===== src/dbg_pkg.sv =====
package dbg_pkg;

    localparam int DATA_W        = 32;
    localparam int MODE_W        = 8;
    localparam int NUM_FIELDS    = 9;
    localparam int MAX_LABEL_LEN = 4;

    localparam logic [MODE_W-1:0] PRINT_MODE_CODE = 8'h50; // 'P' on the console

    localparam logic [7:0] ASCII_EQ = 8'h3D;
    localparam logic [7:0] ASCII_CR = 8'h0D;
    localparam logic [7:0] ASCII_LF = 8'h0A;

    typedef logic [3:0] field_idx_t;
    typedef logic [1:0] char_idx_t;

    // Byte 0 holds the first character, unused bytes are zero
    typedef logic [0:MAX_LABEL_LEN-1][7:0] label_t;

    localparam label_t LABEL_CHARS [NUM_FIELDS] = '{
        {"NPC", ASCII_EQ},
        {"PC", ASCII_EQ, 8'h00},
        {"IR", ASCII_EQ, 8'h00},
        {"CTL", ASCII_EQ},
        {"A", ASCII_EQ, 16'h0000},
        {"B", ASCII_EQ, 16'h0000},
        {"IMM", ASCII_EQ},
        {"Y", ASCII_EQ, 16'h0000},
        {"MDR", ASCII_EQ}
    };

    // Label length with the '=' counted
    localparam logic [2:0] LABEL_LEN [NUM_FIELDS] = '{
        3'd4, 3'd3, 3'd3, 3'd4, 3'd2, 3'd2, 3'd4, 3'd2, 3'd4
    };

    // Field order matches the print order
    typedef struct packed {
        logic [DATA_W-1:0] npc;
        logic [DATA_W-1:0] pc;
        logic [DATA_W-1:0] ir;
        logic [DATA_W-1:0] ctl;
        logic [DATA_W-1:0] a;
        logic [DATA_W-1:0] b;
        logic [DATA_W-1:0] imm;
        logic [DATA_W-1:0] y;
        logic [DATA_W-1:0] mdr;
    } datapath_regs_t;

    typedef struct packed {
        logic              is_data;  // 0 char, 1 data word
        logic [DATA_W-1:0] payload;  // Chars zero-extended
    } tx_item_t;

endpackage


===== src/dbg_snapshot.sv =====
`timescale 1ns/1ns

module dbg_snapshot
    import dbg_pkg::*;
(
    input  logic              clk,
    input  logic              rstn,
    input  logic [MODE_W-1:0] sel_mode,
    input  datapath_regs_t    regs,
    output logic              start,
    output logic              active,
    output datapath_regs_t    snap
);

    logic mode_hit;
    logic entry;

    assign mode_hit = (sel_mode == PRINT_MODE_CODE);
    assign entry    = mode_hit && !active; // Rising edge of the match

    always_ff @(posedge clk or negedge rstn) begin
        if (!rstn) begin
            active <= 1'b0;
            start  <= 1'b0;
        end else begin
            active <= mode_hit;
            start  <= entry;
        end
    end

    // Frozen for the whole print so all nine values belong to one cycle
    always_ff @(posedge clk) begin
        if (entry) begin
            snap <= regs;
        end
    end

endmodule


===== src/dbg_field_seq.sv =====
`timescale 1ns/1ns

module dbg_field_seq
    import dbg_pkg::*;
(
    input  logic           clk,
    input  logic           rstn,
    input  logic           start,
    input  logic           active,
    input  datapath_regs_t snap,
    input  logic           item_taken,
    output logic           item_valid,
    output tx_item_t       item,
    output logic           finish
);

    typedef enum logic [2:0] {
        PH_IDLE,
        PH_LABEL,
        PH_DATA,
        PH_EOL,
        PH_DONE
    } phase_t;

    phase_t            phase;
    field_idx_t        field_idx;
    char_idx_t         char_idx;
    char_idx_t         label_last;
    logic              field_last;
    logic [7:0]        label_char;
    logic [DATA_W-1:0] field_word;

    assign label_last = char_idx_t'(LABEL_LEN[field_idx] - 3'd1);
    assign field_last = (field_idx == field_idx_t'(NUM_FIELDS - 1));
    assign label_char = LABEL_CHARS[field_idx][char_idx];

    always_comb begin
        case (field_idx)
            4'd0:    field_word = snap.npc;
            4'd1:    field_word = snap.pc;
            4'd2:    field_word = snap.ir;
            4'd3:    field_word = snap.ctl;
            4'd4:    field_word = snap.a;
            4'd5:    field_word = snap.b;
            4'd6:    field_word = snap.imm;
            4'd7:    field_word = snap.y;
            default: field_word = snap.mdr;
        endcase
    end

    assign item_valid = (phase == PH_LABEL) || (phase == PH_DATA) || (phase == PH_EOL);

    always_comb begin
        item.is_data = 1'b0;
        item.payload = '0;
        case (phase)
            PH_LABEL: begin
                item.payload = DATA_W'(label_char);
            end
            PH_DATA: begin
                item.is_data = 1'b1;
                item.payload = field_word;
            end
            PH_EOL: begin
                item.payload = (char_idx == 2'd0) ? DATA_W'(ASCII_CR) : DATA_W'(ASCII_LF);
            end
            default: begin
                item.payload = '0;
            end
        endcase
    end

    always_ff @(posedge clk or negedge rstn) begin
        if (!rstn) begin
            phase     <= PH_IDLE;
            field_idx <= '0;
            char_idx  <= '0;
            finish    <= 1'b0;
        end else if (!active) begin // Mode left, abort or clear finish
            phase     <= PH_IDLE;
            field_idx <= '0;
            char_idx  <= '0;
            finish    <= 1'b0;
        end else begin
            case (phase)
                PH_IDLE: begin
                    if (start) begin
                        phase     <= PH_LABEL;
                        field_idx <= '0;
                        char_idx  <= '0;
                    end
                end
                PH_LABEL: begin
                    if (item_taken) begin
                        if (char_idx == label_last) begin
                            phase    <= PH_DATA;
                            char_idx <= '0;
                        end else begin
                            char_idx <= char_idx + 2'd1;
                        end
                    end
                end
                PH_DATA: begin
                    if (item_taken) begin
                        if (field_last) begin
                            phase <= PH_EOL; // CR then LF
                        end else begin
                            phase     <= PH_LABEL;
                            field_idx <= field_idx + 4'd1;
                        end
                        char_idx <= '0;
                    end
                end
                PH_EOL: begin
                    if (item_taken) begin
                        if (char_idx == 2'd1) begin
                            phase  <= PH_DONE;
                            finish <= 1'b1;
                        end else begin
                            char_idx <= char_idx + 2'd1;
                        end
                    end
                end
                default: begin
                    phase <= PH_DONE; // Wait here until the mode is left
                end
            endcase
        end
    end

endmodule


===== src/dbg_tx_req.sv =====
`timescale 1ns/1ns

module dbg_tx_req
    import dbg_pkg::*;
(
    input  logic              clk,
    input  logic              rstn,
    input  logic              active,
    input  logic              item_valid,
    input  tx_item_t          item,
    input  logic              ack_tx,
    output logic              item_taken,
    output logic              req_tx,
    output logic              type_tx,
    output logic [DATA_W-1:0] dout
);

    logic load;

    // Only from idle, which also gives the low cycle after each transfer
    assign load       = active && item_valid && !req_tx;
    assign item_taken = req_tx && ack_tx;

    always_ff @(posedge clk or negedge rstn) begin
        if (!rstn) begin
            req_tx <= 1'b0;
        end else if (!active) begin
            req_tx <= 1'b0; // Abort drops the request
        end else if (req_tx) begin
            if (ack_tx) begin
                req_tx <= 1'b0;
            end
        end else if (load) begin
            req_tx <= 1'b1;
        end
    end

    // Held stable while the request waits for ack
    always_ff @(posedge clk) begin
        if (load) begin
            type_tx <= item.is_data;
            dout    <= item.payload;
        end
    end

endmodule


===== src/dbg_print.sv =====
`timescale 1ns/1ns

module dbg_print
    import dbg_pkg::*;
(
    input  logic              clk,
    input  logic              rstn,
    input  logic [MODE_W-1:0] sel_mode,
    input  datapath_regs_t    regs,
    input  logic              ack_tx,
    output logic              req_tx,
    output logic              type_tx,
    output logic [DATA_W-1:0] dout,
    output logic              finish
);

    logic           start;
    logic           active;
    datapath_regs_t snap;
    logic           item_valid;
    tx_item_t       item;
    logic           item_taken;

    dbg_snapshot i_snapshot (
        .clk      (clk),
        .rstn     (rstn),
        .sel_mode (sel_mode),
        .regs     (regs),
        .start    (start),
        .active   (active),
        .snap     (snap)
    );

    dbg_field_seq i_field_seq (
        .clk        (clk),
        .rstn       (rstn),
        .start      (start),
        .active     (active),
        .snap       (snap),
        .item_taken (item_taken),
        .item_valid (item_valid),
        .item       (item),
        .finish     (finish)
    );

    dbg_tx_req i_tx_req (
        .clk        (clk),
        .rstn       (rstn),
        .active     (active),
        .item_valid (item_valid),
        .item       (item),
        .ack_tx     (ack_tx),
        .item_taken (item_taken),
        .req_tx     (req_tx),
        .type_tx    (type_tx),
        .dout       (dout)
    );

endmodule


===== config.mk =====
export PLATFORM = sky130hd
export DESIGN_NAME = dbg_print
export DESIGN_NICKNAME = d
export VERILOG_FILES = /design/src/dbg_pkg.sv /design/src/dbg_snapshot.sv /design/src/dbg_field_seq.sv /design/src/dbg_tx_req.sv /design/src/dbg_print.sv
export SDC_FILE = /design/constraint.sdc
export NUM_CORES = 1
export LEC_CHECK = 0
export ABC_AREA = 1
export BUFFER_PORTS_ARGS = -buffer_cell sky130_fd_sc_hd__buf_2
export CORE_ASPECT_RATIO = 0.9
export CORE_MARGIN = 10
export CORE_UTILIZATION = 30
export DETAILED_ROUTE_END_ITERATION = 10
export PLACE_DENSITY = 0.5
export RECOVER_POWER = 100
export SETUP_SLACK_MARGIN = 0.3
export SLEW_MARGIN = 25
export SYNTH_ARGS = -nofsm -noshare
export SYNTH_HDL_FRONTEND = slang
export SYNTH_SLANG_ARGS = --single-unit

===== constraint.sdc =====
create_clock -name clk -period 23.7 [get_ports clk]
set_input_delay 0 -clock clk [delete_from_list [all_inputs] [get_ports clk]]
set_output_delay 0 -clock clk [all_outputs]
set_load 0.02 [all_outputs]

==> results_dict.tcl, run 1 <==
set metrics [dict create \
    r2r-end "i_snapshot.snap[240]$_DFFE_PP_" \
    crit_required_ps 23770 \
    wl_per_cell_um 19.3 \
    antenna_found_initial 6 \
    synth.most_common_cell "nand2_1" \
    synth-seq-cells 334 \
    power.total_mw 1.30 \
    power_frac_clock 0.447 \
    worstSetupPathType "primary input to flip-flop" \
    layout_setup_ws_ps 15460 \
    r2r-start "i_snapshot.active$_DFF_PN0_" \
    r2r_slack_ps 16240 \
    dp.cells 1999 \
    powerDensity_mw_per_mm2 65.8 \
    worstSetupEndpointType "flip-flop" \
    dieArea_mm2 0.0534 \
    firstDrtPassIters 5 \
    fmax_mhz 121 \
    ys_warn_count 0 \
    seqCellArea_mm2 0.00997 \
    worst_ep_arrival_time_ps 8310 \
    rows 73 \
    yosysSeqAreaShare 0.746 \
    switching_share 0.202 \
    p_comb_frac 0.052 \
    cts_inserted_buffers 38 \
    cp_max_fo 77 \
    seqPwrFrac 0.501 \
    syn-num-nets 1401 \
    antenna_violating_nets_post_route 0 \
    avgSynthCellArea_um2 12.2 \
    fin_skew_ps 33.7 \
    path_cells "dlygate4sd3_1 -> buf_2 -> nor2_1 -> dlygate4sd3_1 -> nand2_1 -> dlygate4sd3_1 -> nor3_1 -> clkbuf_1 -> clkbuf_1" \
    async_flop_share 0.0389 \
    min-delay-path-class "primary input to flip-flop" \
    grt_pass1_vias 11000 \
    drtIter0Drc 707 \
    p_int_mw 1.03 \
    setup_viol 0 \
    period_share 0.348 \
    fillers 4062 \
    max-slew-margin-rel -1.86 \
    cpMostUsedCell "dlygate4sd3_1" \
    worst_pin_slew_ps 4290 \
    cts_num_sinks 334 \
    synth_edf_count 321 \
    port_buffers 333 \
    cts_tree "done" \
    syn_area_mm2 0.0134 \
    overflow 0 \
    violations "max-capacitance violations, max-slew violations" \
    finalNonFillerCells 2373 \
    synth_flop_cell "edfxtp_1" \
    root_buffer "clkbuf_16" \
    routabilityCongestion 0.819 \
    post_cts_buffers 0 \
    startpoint "sel_mode[7]" \
    drcViolationCount 0 \
    grt_usage 0.168 \
    hpwl_mm 29.1 \
    synth_top_area_cell "edfxtp_1" \
    clockBufferDepth 3 \
    yosysUniqueCellTypes 32 \
    avgViaCountPerCell 4.44 \
    synth_top_area_frac 0.722 \
    p_sw_uw 262 \
    coreArea_mm2 0.0441 \
    hold_viol_final 0 \
    tns_ps 0 \
    synth.area.top_cells "edfxtp_1, nand2_1, nor2_1" \
    dieHeight_um 220 \
    grt_max_degree 78 \
    synthCells 1093 \
    crit_slowest_cell "clkbuf_1" \
    cp-endpoint "i_snapshot.snap[240]$_DFFE_PP_" \
    critPathLaunchType "primary input" \
    synth_common_cells "nand2_1, edfxtp_1, nor2_1" \
    rsz0062_at_grt "no" \
    cpPeakStageDelay_ps 3020 \
    multiInputGateArea_mm2 0.00300 \
    p_leak_nw 7.67 \
    clock_latency_ps 560 \
    drive_gt1_frac 0.169 \
    io_pins 334 \
    vdd_ir_drop_max_uv 52.6 \
    grt_first_pass_wirelength_mm 68.0 \
    htreeDepth 2 \
    post-place-ws_ps 20630 \
    area_growth_pct 47.4 \
    finalMaxSlewViolations 388 \
    fp.dieW_um 242 \
    start_util 0.303 \
    final_nets 2045 \
    vias 10500 \
    rr_worst_depth 3 \
    cts_resized 0 \
    cts.clk_slew.worst_paths_ps 60 \
    drv_cap 7 \
    outcome "complete, but fails checks" \
    drt-total-wl_mm 45.8 \
    period_minus_slack_ps 8240 \
]
## layout make-up
| cell class | instances | area share |
|---|---|---|
| flip-flops and latches | 334 | 0.506 |
| repair buffers | 642 | 0.232 |
| multi-input cells | 676 | 0.152 |
| clock buffers | 50 | 0.0517 |
| well taps | 600 | 0.0381 |
| clock inverters | 20 | 0.0102 |
| inverters | 45 | 0.00871 |
| diodes | 6 | 0.000763 |
## registers in the layout (all words and copies together) (netlist names)
name	cells
i_field_seq.field_idx	4
i_snapshot.active	1
i_field_seq.finish	1
i_field_seq.phase	3
i_snapshot.snap	288
i_field_seq.char_idx	2
i_tx_req.req_tx	1
i_tx_req.type_tx	1
i_snapshot.start	1
i_tx_req.dout	32
## layout by cell type (no fill, tap or decap), drive strengths merged
| cell | netlist | final |
|---|---|---|
| buf | 31 | 223 |
| a21oi | 42 | 42 |
| clkinv | 3 | 17 |
| ha | 9 | 9 |
| nand4 | 1 | 1 |
| diode | 0 | 6 |
| nand3 | 74 | 74 |
| nand2 | 380 | 380 |
| nor2 | 123 | 123 |
| o21ai | 24 | 24 |
| edfxtp | 321 | 321 |
| dfrtp | 13 | 13 |
| nand3b | 11 | 11 |
| nor3 | 4 | 4 |
| a21boi | 1 | 1 |
| xor2 | 1 | 1 |
| clkinvlp | 0 | 2 |
| bufinv | 0 | 3 |
| inv | 42 | 43 |
| o211ai | 6 | 6 |
| dlygate4sd3 | 0 | 298 |
| clkbuf | 7 | 171 |
## layer usage
layer  track usage  share of wire  vias to the layer above
li1              -              -                     5045
met1         0.207           0.42                     5053
met2         0.288           0.50                      389
met3        0.0452          0.069                       55
met4        0.0448          0.019                        0
met5             0              0                        -
## critical path, delay by kind of cell
family / cells / cell delay, ps
buffers and inverters: 6 / 7690
AND/OR/NAND/NOR: 3 / 450
## worst min-delay path by stage
stage | startpoint | end | slack, ps | cells after the start
finish | regs[277] | i_snapshot.snap[277]$_DFFE_PP_ | 140 | 2
global route | regs[286] | i_snapshot.snap[286]$_DFFE_PP_ | 120 | 2
CTS | regs[123] | i_snapshot.snap[123]$_DFFE_PP_ | 110 | 2
global placement | rstn | i_field_seq.char_idx[0]$_DFFE_PN0P_ | -90 | 1
floorplan | rstn | i_field_seq.char_idx[0]$_DFFE_PN0P_ | -300 | 0
detailed placement | rstn | i_field_seq.char_idx[0]$_DFFE_PN0P_ | -90 | 1
## kinds of logic after synthesis
| kind of cell | share of synthesized area |
|---|---|
| adders and majority gates | 0.00843 |
| xor gates and xnor gates | 0.000656 |
| and+or+nand+nor | 0.185 |
| DFF | 0.746 |
| AOI/OAI and AO/OA | 0.0301 |
| buffers and inverters | 0.0298 |
## power by group through the flow
stage	Combinational, mW	Clock (mW)	Sequential (mW)
finish	0.0677	0.579	0.648
global route	0.0730	0.618	0.648
CTS	0.0687	0.592	0.648
detailed placement	0.0296	0	0.661
global placement	0.0293	0	0.661
floorplan	0.00105	0	0.662
## what timing repair did
action                                 CTS  global route
hold buffers                           298             0
setup endpoints to repair                0             0
endpoints found under the hold margin  305             0
## per-stage QoR
step                utilization  instance area [um^2]  hold slack [ps]
CTS                       0.450                 19900              115
finish                    0.446                 19700              143
global placement          0.355                 15700            -87.9
global route              0.446                 19700              124
floorplan                     -                 13400             -296
detailed placement        0.355                 15700            -87.0
Note: power is estimated with default switching activity, not from simulation.
==> run 2: changes to the inputs <==
==> constraint.sdc (replaced) <==
create_clock -name clk -period 6.8 [get_ports clk]
set_input_delay 0 -clock clk [delete_from_list [all_inputs] [get_ports clk]]
set_output_delay 0 -clock clk [all_outputs]
set_load 0.02 [all_outputs]
==> run 2 against run 1 <==
The flow still finishes with violations (max-capacitance violations, max-slew violations). Routed wire length increased by 0.38%. First-iteration DRC count up 4.7%. Non-clock buffer count fell by 1. Sequential share of layout area fell by 0.23 points. Worst setup slack lost 13000 ps. Total power rose to 3.5 times the previous value. Final cell count shrank 0.38%. Clock-buffer cell count down 7. Utilization up 0.20 points. Critical path depth increased by 1. Critical endpoint is now i_tx_req.dout[4]$_DFFE_PP_.
==> results_dict.tcl, run 2 (same netlist as run 1, synthesis figures left out) <==
set metrics [dict create \
    powerDensity_mw_per_mm2 229 \
    min-delay-path-class "primary input to flip-flop" \
    rows 73 \
    outcome "complete, but fails checks" \
    cts_resized 0 \
    antenna_violating_nets_post_route 0 \
    antenna_found_initial 1 \
    wl_per_cell_um 19.4 \
    fin_skew_ps 27.4 \
    worstSetupEndpointType "flip-flop" \
    io_pins 334 \
    finish.instance_area_mm2 0.0198 \
    dieArea_mm2 0.0534 \
    hpwl_mm 29.4 \
    grt_max_degree 140 \
    cts_num_sinks 334 \
    setup_viol 0 \
    dieHeight_um 220 \
    drtIter0Drc 740 \
    firstDrtPassIters 5 \
    cpPeakStageDelay_ps 1200 \
    port_buffers 333 \
    fp.dieW_um 242 \
    min_from "regs[279]" \
    r2r-start "i_field_seq.field_idx[3]$_DFFE_PN0P_" \
    fillers 4033 \
    crit_required_ps 7230 \
    largest_register_ffs 288 \
    layout_commonest_cell "nand2_1" \
    worst_pin_slew_ps 1770 \
    top_regs "i_snapshot.snap x288, i_tx_req.dout x32, i_field_seq.field_idx x4" \
    finalMaxSlewViolations 87 \
    final_nets 2044 \
    cp_num_buf_inv 2 \
    p_leak_nw 7.72 \
    clock_latency_ps 570 \
    avgViaCountPerCell 4.42 \
    start_util 0.303 \
    crit_slowest_cell "inv_1" \
    routabilityCongestion 0.809 \
    vdd_ir_drop_max_uv 233 \
    layout_common_cells "nand2_1, edfxtp_1, dlygate4sd3_1" \
    cts.clk_slew.worst_paths_ps 60 \
    grt_usage 0.168 \
    cts_inserted_buffers 38 \
    drcViolationCount 0 \
    grt_pass1_vias 10900 \
    place_area_mm2 0.0158 \
    hold_viol_final 0 \
    htreeDepth 2 \
    dp.cells 2001 \
    drive_gt1_frac 0.172 \
    fmax_mhz 226 \
    top_register "i_snapshot.snap" \
    violations "max-capacitance violations, max-slew violations" \
    period_share 0.651 \
    grt_first_pass_wirelength_mm 67.4 \
    startpoint "i_field_seq.field_idx[3]$_DFFE_PN0P_" \
    clockBufferDepth 3 \
    root_buffer "clkbuf_16" \
    worstSetupPathType "flip-flop to flip-flop" \
    critPathLaunchType "flip-flop" \
    worst_ep_arrival_time_ps 4850 \
    post_cts_buffers 0 \
    period_minus_slack_ps 4430 \
    drv_cap 3 \
    max-slew-margin-rel -0.181 \
    coreArea_mm2 0.0441 \
    path_cells "inv_1 -> nand2_1 -> nor2_1 -> buf_4 -> nand2_1 -> nand3_1 -> nor2_1 -> nand2_1 -> nand2_1 -> nand2_1" \
    cpLargestDelayFamily "simple AND/OR/NAND/NOR gates" \
    area_growth_pct 48.0 \
    overflow 0 \
    finalNonFillerCells 2364 \
    cp_max_fo 42 \
    rsz0062_at_grt "no" \
    cpMostUsedCell "nand2_1" \
    vias 10400 \
    cts_tree "done" \
    drt-total-wl_mm 45.9 \
]
[run 2: routing by layer]
metal  wire, um  share of wire  vias to the layer above  global-route usage
met5          0              0                        -                   0
met4       1170          0.025                        0              0.0595
li1           -              -                     5033                   -
met3       2930          0.064                       76              0.0359
met1      19100           0.42                     4961               0.209
met2      22800           0.50                      375               0.286
[run 2: final cells by class]
cell class                      count  area (um^2)  share of cell area
Timing Repair Buffer              641         4680               0.237
Clock inverter                     23          241              0.0122
Inverter                           45          171             0.00867
Tap cell                          600          751              0.0380
Antenna cell                        2         5.00            0.000253
Multi-Input combinational cell    676         2990               0.151
Clock buffer                       43          970              0.0490
Sequential cell                   334         9970               0.504
[run 2: report_power, final]
group	leakage (nW)	internal, mW	switching (mW)
combinational	4.11	0.164	0.0718
sequential	3.02	2.26	0.00187
clock	0.592	1.18	0.847
total	7.72	3.60	0.921
[run 2: worst paths after layout]
path,to,slack [ps],cells after the start
min,i_snapshot.snap[279]$_DFFE_PP_,140,2
min reg2reg,i_field_seq.finish$_DFFE_PN0P_,510,2
max,i_tx_req.dout[4]$_DFFE_PP_,2370,10
max in group asynchronous,i_field_seq.field_idx[3]$_DFFE_PN0P_,5790,3
max reg2reg,i_tx_req.dout[4]$_DFFE_PP_,2370,10
min in group asynchronous,i_field_seq.char_idx[1]$_DFFE_PN0P_,560,3
[run 2: through the flow]
stage / total power, mW / setup slack [ps] / TNS, ps / util / hold WS, ps
floorplan: 2.31 / -1200 / -309000 / - / -296
global placement: 2.41 / 3730 / 0 / 0.355 / -82.4
detailed placement: 2.41 / 3790 / 0 / 0.358 / -75.5
CTS: 4.58 / 3670 / 0 / 0.452 / 101
global route: 4.68 / 1980 / 0 / 0.448 / 129
finish: 4.53 / 2370 / 0 / 0.448 / 144
[run 2: timing repair]
| action | CTS | global route |
|---|---|---|
| hold buffers | 295 | 0 |
| setup endpoints to repair | 0 | 0 |
| endpoints found under the hold margin | 304 | 0 |
